$ cat src/rv_pkg.sv
package rv_pkg;

	// one instruction walks through all five sequencer states
	typedef enum logic [2:0] {
		ST_PC,
		ST_IMR,
		ST_IDRFR,
		ST_EX,
		ST_DMRW
	} cpu_stat_t;

	typedef enum logic [3:0] {
		ALU_ADD,
		ALU_SUB,
		ALU_SLL,
		ALU_SLT,
		ALU_SLTU,
		ALU_XOR,
		ALU_SRL,
		ALU_SRA,
		ALU_OR,
		ALU_AND
	} alu_op_t;

	localparam logic [6:0] OP_LUI   = 7'b0110111;
	localparam logic [6:0] OP_AUIPC = 7'b0010111;
	localparam logic [6:0] OP_ALUI  = 7'b0010011;
	localparam logic [6:0] OP_ALU   = 7'b0110011;
	localparam logic [6:0] OP_LD    = 7'b0000011;
	localparam logic [6:0] OP_ST    = 7'b0100011;
	localparam logic [6:0] OP_BR    = 7'b1100011;
	localparam logic [6:0] OP_JAL   = 7'b1101111;
	localparam logic [6:0] OP_JALR  = 7'b1100111;

	typedef struct packed {
		logic lui;
		logic auipc;
		logic alui;
		logic alu;
		logic ld;
		logic st;
		logic br;
		logic jal;
		logic jalr;
		alu_op_t alu_op;
		logic [2:0] br_code; // funct3 of the branch
		logic [4:0] rs1_adr;
		logic [4:0] rs2_adr;
		logic [4:0] rd_adr;
		logic wbk_rd_reg;
		logic [31:0] imm; // already sign extended
	} dec_cmd_t;

	typedef struct packed {
		logic cmd_ld;
		logic cmd_st;
		logic wbk_rd_reg;
		logic [4:0] rd_adr;
		logic [31:0] rd_data; // alu result, link or ld/st address
		logic [31:0] st_data;
	} ma_req_t;

	typedef struct packed {
		logic wbk_rd_reg;
		logic [4:0] rd_adr;
		logic [31:0] wbk_data;
	} wb_t;

endpackage

$ cat src/cpu_state_machine.sv
module cpu_state_machine (
	input logic i_clk,
	input logic i_rst_n,
	input logic i_cpu_start,
	input logic i_quit_cmd,
	input logic i_imr_run,
	input logic i_dmrw_run,
	output rv_pkg::cpu_stat_t o_cur_stat,
	output logic o_running
);
	import rv_pkg::*;

	cpu_stat_t next_stat;
	logic quit_pend; // quit seen mid instruction
	logic stop_now;

	assign stop_now = o_running & (o_cur_stat == ST_PC) & (quit_pend | i_quit_cmd);

	always_ff @(posedge i_clk or negedge i_rst_n) begin
		if (!i_rst_n) begin
			o_running <= 1'b0;
			quit_pend <= 1'b0;
		end else if (i_cpu_start) begin
			o_running <= 1'b1;
			quit_pend <= 1'b0;
		end else if (stop_now) begin
			o_running <= 1'b0;
			quit_pend <= 1'b0;
		end else if (i_quit_cmd) begin
			quit_pend <= 1'b1; // honoured at next ST_PC
		end
	end

	always_comb begin
		next_stat = o_cur_stat;
		case (o_cur_stat)
			ST_PC:    if (o_running & ~stop_now) next_stat = ST_IMR;
			ST_IMR:   if (~i_imr_run) next_stat = ST_IDRFR;
			ST_IDRFR: next_stat = ST_EX;
			ST_EX:    next_stat = ST_DMRW;
			ST_DMRW:  if (~i_dmrw_run) next_stat = ST_PC;
			default:  next_stat = ST_PC;
		endcase
	end

	always_ff @(posedge i_clk or negedge i_rst_n) begin
		if (!i_rst_n) begin
			o_cur_stat <= ST_PC;
		end else begin
			o_cur_stat <= next_stat;
		end
	end

endmodule

$ cat src/inst_mem_read.sv
module inst_mem_read (
	input logic i_clk,
	input logic i_rst_n,
	input logic i_cpu_start,
	input logic [31:2] i_cpu_start_adr,
	input rv_pkg::cpu_stat_t i_cur_stat,
	input logic i_jmp_condition,
	input logic [31:2] i_jmp_adr,
	output logic [31:2] o_pc,
	output logic [31:0] o_inst,
	output logic o_imr_run,
	output logic o_i_read_req,
	output logic [31:0] o_i_read_adr,
	input logic i_read_valid,
	input logic [31:0] i_read_data
);
	import rv_pkg::*;

	logic in_imr;
	logic wait_valid; // request sent and data pending
	logic got_inst; // last IMR cycle

	assign in_imr = (i_cur_stat == ST_IMR);
	assign o_i_read_req = in_imr & ~wait_valid & ~got_inst; // first IMR cycle only
	assign o_imr_run = in_imr & ~got_inst;
	assign o_i_read_adr = {o_pc, 2'b00}; // held for the whole read

	always_ff @(posedge i_clk or negedge i_rst_n) begin
		if (!i_rst_n) begin
			o_pc <= 30'd0;
		end else if (i_cpu_start) begin
			o_pc <= i_cpu_start_adr;
		end else if (i_cur_stat == ST_EX) begin
			o_pc <= i_jmp_condition ? i_jmp_adr : o_pc + 30'd1;
		end
	end

	always_ff @(posedge i_clk or negedge i_rst_n) begin
		if (!i_rst_n) begin
			wait_valid <= 1'b0;
			got_inst <= 1'b0;
		end else begin
			if (o_i_read_req) begin
				wait_valid <= 1'b1;
			end else if (wait_valid & i_read_valid) begin
				wait_valid <= 1'b0;
			end
			got_inst <= wait_valid & i_read_valid; // high for one cycle as the state moves on
		end
	end

	always_ff @(posedge i_clk) begin
		if (wait_valid & i_read_valid) begin
			o_inst <= i_read_data;
		end
	end

endmodule

$ cat src/decoder.sv
module decoder (
	input logic [31:0] i_inst,
	output rv_pkg::dec_cmd_t o_cmd
);
	import rv_pkg::*;

	logic [6:0] opcode;
	logic [2:0] funct3;
	logic [6:0] funct7;
	logic [31:0] imm_i;
	logic [31:0] imm_s;
	logic [31:0] imm_b;
	logic [31:0] imm_u;
	logic [31:0] imm_j;

	assign opcode = i_inst[6:0];
	assign funct3 = i_inst[14:12];
	assign funct7 = i_inst[31:25];

	assign imm_i = {{20{i_inst[31]}}, i_inst[31:20]};
	assign imm_s = {{20{i_inst[31]}}, i_inst[31:25], i_inst[11:7]};
	assign imm_b = {{19{i_inst[31]}}, i_inst[31], i_inst[7], i_inst[30:25], i_inst[11:8], 1'b0};
	assign imm_u = {i_inst[31:12], 12'd0};
	assign imm_j = {{11{i_inst[31]}}, i_inst[31], i_inst[19:12], i_inst[20], i_inst[30:21],
		1'b0};

	always_comb begin
		o_cmd = '0;
		o_cmd.lui = (opcode == OP_LUI);
		o_cmd.auipc = (opcode == OP_AUIPC);
		o_cmd.alui = (opcode == OP_ALUI);
		o_cmd.alu = (opcode == OP_ALU);
		o_cmd.ld = (opcode == OP_LD); // word access only
		o_cmd.st = (opcode == OP_ST);
		o_cmd.br = (opcode == OP_BR);
		o_cmd.jal = (opcode == OP_JAL);
		o_cmd.jalr = (opcode == OP_JALR);
		o_cmd.br_code = funct3;
		o_cmd.rs1_adr = i_inst[19:15];
		o_cmd.rs2_adr = i_inst[24:20];
		o_cmd.rd_adr = i_inst[11:7];

		// address and link math all use add
		o_cmd.alu_op = ALU_ADD;
		if (o_cmd.alu | o_cmd.alui) begin
			case (funct3)
				3'b000: o_cmd.alu_op = (o_cmd.alu & funct7[5]) ? ALU_SUB : ALU_ADD;
				3'b001: o_cmd.alu_op = ALU_SLL;
				3'b010: o_cmd.alu_op = ALU_SLT;
				3'b011: o_cmd.alu_op = ALU_SLTU;
				3'b100: o_cmd.alu_op = ALU_XOR;
				3'b101: o_cmd.alu_op = funct7[5] ? ALU_SRA : ALU_SRL; // srai too
				3'b110: o_cmd.alu_op = ALU_OR;
				default: o_cmd.alu_op = ALU_AND;
			endcase
		end

		if (o_cmd.lui | o_cmd.auipc) o_cmd.imm = imm_u;
		else if (o_cmd.st) o_cmd.imm = imm_s;
		else if (o_cmd.br) o_cmd.imm = imm_b;
		else if (o_cmd.jal) o_cmd.imm = imm_j;
		else o_cmd.imm = imm_i; // shamt sits in imm[4:0]

		// x0 as destination writes nothing
		o_cmd.wbk_rd_reg = (o_cmd.lui | o_cmd.auipc | o_cmd.alui | o_cmd.alu | o_cmd.ld |
			o_cmd.jal | o_cmd.jalr) & (o_cmd.rd_adr != 5'd0);
	end

endmodule

$ cat src/register_file.sv
module register_file (
	input logic i_clk,
	input logic i_rst_n,
	input logic [4:0] i_rs1_adr,
	input logic [4:0] i_rs2_adr,
	input rv_pkg::wb_t i_wb,
	input rv_pkg::cpu_stat_t i_cur_stat,
	output logic [31:0] o_rs1_data,
	output logic [31:0] o_rs2_data
);
	import rv_pkg::*;

	logic [31:0] regs [1:31]; // x0 not stored

	always_ff @(posedge i_clk or negedge i_rst_n) begin
		if (!i_rst_n) begin
			for (int i = 1; i < 32; i++) begin
				regs[i] <= 32'd0;
			end
		end else if ((i_cur_stat == ST_DMRW) & i_wb.wbk_rd_reg & (i_wb.rd_adr != 5'd0)) begin
			regs[i_wb.rd_adr] <= i_wb.wbk_data;
		end
	end

	// operands sampled once per instruction
	always_ff @(posedge i_clk) begin
		if (i_cur_stat == ST_IDRFR) begin
			o_rs1_data <= (i_rs1_adr == 5'd0) ? 32'd0 : regs[i_rs1_adr];
			o_rs2_data <= (i_rs2_adr == 5'd0) ? 32'd0 : regs[i_rs2_adr];
		end
	end

endmodule

$ cat src/execution.sv
module execution (
	input logic i_clk,
	input logic i_rst_n,
	input rv_pkg::cpu_stat_t i_cur_stat,
	input rv_pkg::dec_cmd_t i_cmd,
	input logic [31:2] i_pc,
	input logic [31:0] i_rs1_data,
	input logic [31:0] i_rs2_data,
	output rv_pkg::ma_req_t o_ma_req,
	output logic o_jmp_condition,
	output logic [31:2] o_jmp_adr
);
	import rv_pkg::*;

	logic [31:0] pc32;
	logic [31:0] link_adr; // pc + 4
	logic [31:0] op2;
	logic [31:0] alu_res;
	logic [31:0] rd_data;
	logic [31:0] jmp_target;
	logic br_taken;

	assign pc32 = {i_pc, 2'b00};
	assign link_adr = pc32 + 32'd4;
	assign op2 = i_cmd.alu ? i_rs2_data : i_cmd.imm;

	always_comb begin
		case (i_cmd.alu_op)
			ALU_ADD:  alu_res = i_rs1_data + op2;
			ALU_SUB:  alu_res = i_rs1_data - op2;
			ALU_SLL:  alu_res = i_rs1_data << op2[4:0];
			ALU_SLT:  alu_res = {31'd0, $signed(i_rs1_data) < $signed(op2)};
			ALU_SLTU: alu_res = {31'd0, i_rs1_data < op2};
			ALU_XOR:  alu_res = i_rs1_data ^ op2;
			ALU_SRL:  alu_res = i_rs1_data >> op2[4:0];
			ALU_SRA:  alu_res = $signed(i_rs1_data) >>> op2[4:0];
			ALU_OR:   alu_res = i_rs1_data | op2;
			default:  alu_res = i_rs1_data & op2;
		endcase
	end

	always_comb begin
		case (i_cmd.br_code)
			3'b000:  br_taken = (i_rs1_data == i_rs2_data); // beq
			3'b001:  br_taken = (i_rs1_data != i_rs2_data); // bne
			3'b100:  br_taken = $signed(i_rs1_data) < $signed(i_rs2_data);
			3'b101:  br_taken = $signed(i_rs1_data) >= $signed(i_rs2_data);
			3'b110:  br_taken = i_rs1_data < i_rs2_data;
			3'b111:  br_taken = i_rs1_data >= i_rs2_data;
			default: br_taken = 1'b0;
		endcase
	end

	assign rd_data = i_cmd.lui ? i_cmd.imm :
		i_cmd.auipc ? pc32 + i_cmd.imm :
		(i_cmd.jal | i_cmd.jalr) ? link_adr : alu_res;

	assign jmp_target = i_cmd.jalr ? ((i_rs1_data + i_cmd.imm) & ~32'd1) : pc32 + i_cmd.imm;
	assign o_jmp_condition = i_cmd.jal | i_cmd.jalr | (i_cmd.br & br_taken);
	assign o_jmp_adr = jmp_target[31:2];

	always_ff @(posedge i_clk or negedge i_rst_n) begin
		if (!i_rst_n) begin
			o_ma_req <= '0;
		end else if (i_cur_stat == ST_EX) begin
			o_ma_req.cmd_ld <= i_cmd.ld;
			o_ma_req.cmd_st <= i_cmd.st;
			o_ma_req.wbk_rd_reg <= i_cmd.wbk_rd_reg;
			o_ma_req.rd_adr <= i_cmd.rd_adr;
			o_ma_req.rd_data <= rd_data;
			o_ma_req.st_data <= i_rs2_data;
		end
	end

endmodule

$ cat src/data_rw_mem.sv
module data_rw_mem (
	input logic i_clk,
	input logic i_rst_n,
	input rv_pkg::cpu_stat_t i_cur_stat,
	input rv_pkg::ma_req_t i_ma_req,
	output rv_pkg::wb_t o_wb,
	output logic o_dmrw_run,
	output logic o_d_read_req,
	output logic [31:0] o_d_read_adr,
	input logic i_read_valid,
	input logic [31:0] i_read_data,
	output logic o_d_write_req,
	output logic [31:0] o_d_write_adr,
	output logic [31:0] o_d_write_data,
	input logic i_write_finish
);
	import rv_pkg::*;

	logic mem_acc; // ld or st in DMRW
	logic first_cyc;
	logic wait_done;
	logic acc_done; // last DMRW cycle of a ld/st
	logic finish;
	logic [31:0] ld_data;

	assign mem_acc = (i_cur_stat == ST_DMRW) & (i_ma_req.cmd_ld | i_ma_req.cmd_st);
	assign first_cyc = mem_acc & ~wait_done & ~acc_done;
	assign finish = i_ma_req.cmd_ld ? i_read_valid : i_write_finish;

	assign o_d_read_req = first_cyc & i_ma_req.cmd_ld;
	assign o_d_write_req = first_cyc & i_ma_req.cmd_st;
	assign o_d_read_adr = i_ma_req.rd_data;
	assign o_d_write_adr = i_ma_req.rd_data;
	assign o_d_write_data = i_ma_req.st_data;
	assign o_dmrw_run = mem_acc & ~acc_done;

	always_ff @(posedge i_clk or negedge i_rst_n) begin
		if (!i_rst_n) begin
			wait_done <= 1'b0;
			acc_done <= 1'b0;
		end else begin
			if (first_cyc) begin
				wait_done <= 1'b1;
			end else if (wait_done & finish) begin
				wait_done <= 1'b0;
			end
			acc_done <= wait_done & finish;
		end
	end

	always_ff @(posedge i_clk) begin
		if (wait_done & i_read_valid & i_ma_req.cmd_ld) begin
			ld_data <= i_read_data;
		end
	end

	// write only once the loaded word is in
	assign o_wb.wbk_rd_reg = i_ma_req.wbk_rd_reg & ~o_dmrw_run;
	assign o_wb.rd_adr = i_ma_req.rd_adr;
	assign o_wb.wbk_data = i_ma_req.cmd_ld ? ld_data : i_ma_req.rd_data;

endmodule

$ cat src/cpu_top.sv
module cpu_top (
	input logic clk,
	input logic i_rst_n,
	input logic i_cpu_start,
	input logic i_quit_cmd,
	input logic [31:2] i_cpu_start_adr,
	output logic [31:0] o_pc_data,
	output logic o_i_read_req,
	output logic [31:0] o_i_read_adr,
	output logic o_d_read_req,
	output logic [31:0] o_d_read_adr,
	input logic i_read_valid,
	input logic [31:0] i_read_data,
	output logic o_d_write_req,
	output logic [31:0] o_d_write_adr,
	output logic [31:0] o_d_write_data,
	input logic i_write_finish
);
	import rv_pkg::*;

	cpu_stat_t cur_stat;
	logic imr_run;
	logic dmrw_run;
	logic [31:2] pc;
	logic [31:0] inst;
	dec_cmd_t dec_cmd;
	logic [31:0] rs1_data;
	logic [31:0] rs2_data;
	ma_req_t ma_req;
	logic jmp_condition;
	logic [31:2] jmp_adr;
	wb_t wb;

	assign o_pc_data = {pc, 2'b00};

	cpu_state_machine cpu_state_machine (
		.i_clk(clk),
		.i_rst_n(i_rst_n),
		.i_cpu_start(i_cpu_start),
		.i_quit_cmd(i_quit_cmd),
		.i_imr_run(imr_run),
		.i_dmrw_run(dmrw_run),
		.o_cur_stat(cur_stat),
		.o_running()
	);

	inst_mem_read inst_mem_read (
		.i_clk(clk),
		.i_rst_n(i_rst_n),
		.i_cpu_start(i_cpu_start),
		.i_cpu_start_adr(i_cpu_start_adr),
		.i_cur_stat(cur_stat),
		.i_jmp_condition(jmp_condition),
		.i_jmp_adr(jmp_adr),
		.o_pc(pc),
		.o_inst(inst),
		.o_imr_run(imr_run),
		.o_i_read_req(o_i_read_req),
		.o_i_read_adr(o_i_read_adr),
		.i_read_valid(i_read_valid),
		.i_read_data(i_read_data)
	);

	decoder decoder (
		.i_inst(inst),
		.o_cmd(dec_cmd)
	);

	register_file register_file (
		.i_clk(clk),
		.i_rst_n(i_rst_n),
		.i_rs1_adr(dec_cmd.rs1_adr),
		.i_rs2_adr(dec_cmd.rs2_adr),
		.i_wb(wb),
		.i_cur_stat(cur_stat),
		.o_rs1_data(rs1_data),
		.o_rs2_data(rs2_data)
	);

	execution execution (
		.i_clk(clk),
		.i_rst_n(i_rst_n),
		.i_cur_stat(cur_stat),
		.i_cmd(dec_cmd),
		.i_pc(pc),
		.i_rs1_data(rs1_data),
		.i_rs2_data(rs2_data),
		.o_ma_req(ma_req),
		.o_jmp_condition(jmp_condition),
		.o_jmp_adr(jmp_adr)
	);

	data_rw_mem data_rw_mem (
		.i_clk(clk),
		.i_rst_n(i_rst_n),
		.i_cur_stat(cur_stat),
		.i_ma_req(ma_req),
		.o_wb(wb),
		.o_dmrw_run(dmrw_run),
		.o_d_read_req(o_d_read_req),
		.o_d_read_adr(o_d_read_adr),
		.i_read_valid(i_read_valid),
		.i_read_data(i_read_data),
		.o_d_write_req(o_d_write_req),
		.o_d_write_adr(o_d_write_adr),
		.o_d_write_data(o_d_write_data),
		.i_write_finish(i_write_finish)
	);

endmodule

$ cat config.mk
export PLATFORM = sky130hd
export DESIGN_NAME = cpu_top
export DESIGN_NICKNAME = d
export VERILOG_FILES = /design/src/rv_pkg.sv /design/src/cpu_state_machine.sv /design/src/inst_mem_read.sv /design/src/decoder.sv /design/src/register_file.sv /design/src/execution.sv /design/src/data_rw_mem.sv /design/src/cpu_top.sv
export SDC_FILE = /design/constraint.sdc
export NUM_CORES = 2
export LEC_CHECK = 0
export ABC_AREA = 1
export BUFFER_PORTS_ARGS = -buffer_cell sky130_fd_sc_hd__buf_2
export CORE_ASPECT_RATIO = 1.75
export CORE_MARGIN = 8
export CORE_UTILIZATION = 45
export CTS_BUF_LIST = sky130_fd_sc_hd__clkbuf_4
export DETAILED_ROUTE_END_ITERATION = 10
export HOLD_SLACK_MARGIN = 0.05
export PLACE_DENSITY_LB_ADDON = 0.05
export SLEW_MARGIN = 20
export SYNTH_ARGS = -nofsm -noshare
export SYNTH_HDL_FRONTEND = slang
export SYNTH_SLANG_ARGS = --single-unit
$ cat constraint.sdc
create_clock -name clk -period 3.7 [get_ports clk]
set_input_delay 0.74 -clock clk [delete_from_list [all_inputs] [get_ports clk]]
set_output_delay 0.74 -clock clk [all_outputs]
set_load 0.005 [all_outputs]
==> impl_metrics.yaml <==
status:
  outcome: "finished with violations"
  violations: "setup timing"
logic_synthesis:
  synth_top_area_cell: "dfrtp_1"
  synth-edff-count: 128
  synth.distinct_cells: 70
  syn_avg_cell_area_sq_um: 7.137
  ys_top_cells_by_area: "dfrtp_1 35%, nand2_1 13%, o21ai_0 12%"
  synth_seq_area_share: 0.4007
  yosysWarningCount: 0
  async_flop_share: 0.8960
  netlist_area_sq_um: 78480
  synth_top_area_frac: 0.3517
  netlist_instances: 11000
  ys_ff_latch: 1231
  synthFlopType: "dfrtp_1"
global_route:
  grt_pass1_wl_microns: 583900
  antenna_found_initial: 20
  track_usage: 0.4160
  grt-ovfl-total: 0
  grt_max_degree: 169
  grt_pass1_vias: 86220
timing:
  finalSetupViolCount: 32
  maxSlewViolCount: 0
  finalHoldViolCount: 0
  maxSlewHeadroom: 0.1880
  fmax_mhz: 249.3
  hold_slack_ns: 0.1250
  finClkSkew_ns: 0.1226
  period_needed_ns: 4.012
  fin_crit_sh: 1.084
  worst_slack_ns: -0.3119
  rsz0062_at_grt: "true"
  tightest_slew_ns: 1.218
worst_setup_path:
  crit_top_cell: "nand2_2"
  cpMaxStageDelayCell: "edfxtp_1"
  r2r_end: "execution.o_ma_req[48]$_DFFE_PN0P_"
  reg2regPathDepth: 32
  cp.buffers_inverters: 4
  critPathLaunchType: "flip-flop"
  critPathKind: "reg2reg"
  r2r_start: "inst_mem_read.o_inst[2]$_DFFE_PP_"
  cpLargestDelayFamily: "simple AND/OR/NAND/NOR gates"
  arrival_ns: 5.13
  critPathMaxFanout: 4
  slowest_delay_ns: 0.43
  cp-end-kind: "flip-flop"
  crit_required_ns: 4.82
  rrSetupSlack_ns: -0.31
floorplan:
  num_io_pins: 231
  core_sq_um: 174000
  die_h_microns: 568.4
  die_w_microns: 331.7
  die-area_sq_um: 188500
  num_rows: 203
  start_util: 0.4511
route:
  drc_errors: 0
  vias: 88830
  viasPerCell: 6.098
  dr.pass1.iters: 10
  routed_wl_microns: 409500
  drtAntennaViolNets: 0
  wire_per_inst_microns: 28.11
  first_iter_violations: 10380
cts:
  clk_latency_ns: 1.21
  htreeDepth: 5
  numClockSinks: 1231
  cts.path.max_buffers: 4
  clockRootBuffer: "clkbuf_4"
  cts_tree: "built"
  numCtsBuffers: 310
  clk_pin_slew_worst_paths_ns: 0.08
hold_path:
  hold_path.class: "in2async"
placement:
  hpwlAfterDp_microns: 284700
  place_congestion: 1.055
  port_buffers: 226
  placed_cells_incl_taps: 13820
cells_and_area:
  layout.cells.non_filler: 14570
  synthToLayoutAreaGrowth_pct: 25.65
  finalNetCount: 12320
  final_layout_size_suffix_gt1_frac: 0.2309
power_and_ir_drop:
  power_density_nw_per_um2: 622.1
  leakage_uw: 0.04469
  power_uw: 61340
  vdd_drop_max_mv: 0.3561
flow_run:
  drv_cap: 0
routing by layer:
layer	vias up	track usage	wire, microns
li1	39470	-	-
met1	41970	0.4527	137600
met2	5583	0.6838	189400
met3	1794	0.07987	36030
met4	10	0.3836	46400
met5	-	0	67
cells in the mapped netlist, types with 5 or more instances:
library cell,n
a211oi_1,21
a21boi_0,11
a21o_1,5
a21oi_1,744
a221oi_1,16
a31oi_1,24
a32oi_1,8
buf_1,61
buf_2,45
buf_4,139
buf_6,6
clkbuf_1,711
dfrtp_1,1103
edfxtp_1,128
ha_1,182
inv_1,793
inv_2,19
mux2i_1,32
nand2_1,2748
nand2_2,9
nand3_1,930
nand3b_1,13
nand4_1,48
nor2_1,501
nor2_2,5
nor3_1,55
nor4_1,13
o2111ai_1,15
o211ai_1,343
o21a_1,17
o21ai_0,1907
o21ai_1,41
o21bai_1,14
o221ai_1,92
o22ai_1,45
o311ai_0,10
or2_1,5
or2_2,17
xnor2_1,14
xor2_1,53
kinds of logic after synthesis:
family | Yosys count | synth area share
DFF | 1231 | 0.4007
AOI/OAI and AO/OA | 3336 | 0.2350
adders and majority gates | 183 | 0.02927
and+or+nand+nor | 4370 | 0.2306
buffers and inverters | 1776 | 0.09289
muxes | 32 | 0.004082
other | 1 | 0.00004778
xor gates and xnor gates | 67 | 0.007478
registers in the layout (all words and copies together), names as in the netlist:
signal and count:
cpu_state_machine.o_cur_stat 3, cpu_state_machine.o_running 1, cpu_state_machine.quit_pend 1, data_rw_mem.acc_done 1, data_rw_mem.ld_data 32, data_rw_mem.wait_done 1
execution.o_ma_req 72, inst_mem_read.got_inst 1, inst_mem_read.o_inst 32, inst_mem_read.o_pc 30, inst_mem_read.wait_valid 1, register_file.o_rs1_data 32
register_file.o_rs2_data 32, register_file.regs 992
per-stage QoR:
step	cell area, sq um	utilization	setup TNS [ns]	worst slack, ns
finish	98610	0.5667	-4.590	-0.3119
global route	98590	0.5666	-11.15	-0.5421
CTS	96680	0.5557	-2.324	-0.2514
detailed placement	89380	0.5137	-27.28	-0.8297
global placement	89380	0.5137	-28.64	-0.8747
floorplan	78500	-	-0.005813	-0.005813
report_power, final:
| group | switching [uW] | internal (uW) |
|---|---|---|
| registers | 1300 | 14800 |
| logic | 21200 | 12000 |
| clock network | 6110 | 6010 |
| total | 28600 | 32800 |
worst max-delay path by stage:
stage | startpoint | to | cells after the start
finish | inst_mem_read.o_inst[2]$_DFFE_PP_ | execution.o_ma_req[48]$_DFFE_PN0P_ | 32
global route | inst_mem_read.o_inst[4]$_DFFE_PP_ | execution.o_ma_req[48]$_DFFE_PN0P_ | 31
CTS | inst_mem_read.o_inst[2]$_DFFE_PP_ | execution.o_ma_req[56]$_DFFE_PN0P_ | 32
detailed placement | inst_mem_read.o_inst[6]$_DFFE_PP_ | execution.o_ma_req[32]$_DFFE_PN0P_ | 27
global placement | inst_mem_read.o_inst[4]$_DFFE_PP_ | execution.o_ma_req[56]$_DFFE_PN0P_ | 31
floorplan | inst_mem_read.o_inst[3]$_DFFE_PP_ | execution.o_ma_req[61]$_DFFE_PN0P_ | 32
area by class of cell:
cell class              count  area, sq um
diodes                     13        32.53
clock buffers             421         3161
clock inverters           122        767.0
fillers                 16780        75380
inverters                 814         3107
multi-input cells        7992        43280
flip-flops and latches   1231        31450
well taps                2255         2821
repair buffers           1719        13980
repair_timing:
item | CTS | global route
hold buffers | 66 | 0
endpoints found under the setup margin | 77 | 64
setup buffers | 80 | 56
gates resized for setup | 562 | 371
cloned | 3 | 2
hold endpoints to repair | 721 | 0
pin swaps | 102 | 130
cell usage in the layout (no fill, tap or decap), types with 17 or more instances in the layout:
cell type,netlist,final
nor2_4,1,34
clkinv_1,2,89
buf_4,139,1272
nand2_2,9,120
mux2i_4,0,18
inv_1,793,722
buf_12,0,84
ha_1,182,124
dlygate4sd3_1,0,66
o211ai_1,343,343
o21ai_0,1907,1785
nand3_4,2,20
o21ai_1,41,107
a31oi_1,24,17
nand4_1,48,48
or2_2,17,17
nor3_1,55,42
clkbuf_4,0,421
o21ai_2,4,54
nand2_4,4,41
ha_4,0,45
o221ai_1,92,87
dfrtp_1,1103,1102
nand2_1,2748,2596
a21oi_1,744,659
o21a_1,17,17
buf_2,45,225
nand3_1,930,867
o22ai_1,45,45
a21oi_2,2,72
edfxtp_1,128,128
nor2_1,501,422
buf_6,6,55
nor2_2,5,51
xor2_1,53,51
inv_2,19,83
nand3_2,4,49
Note: power is estimated with default switching activity, not from simulation.
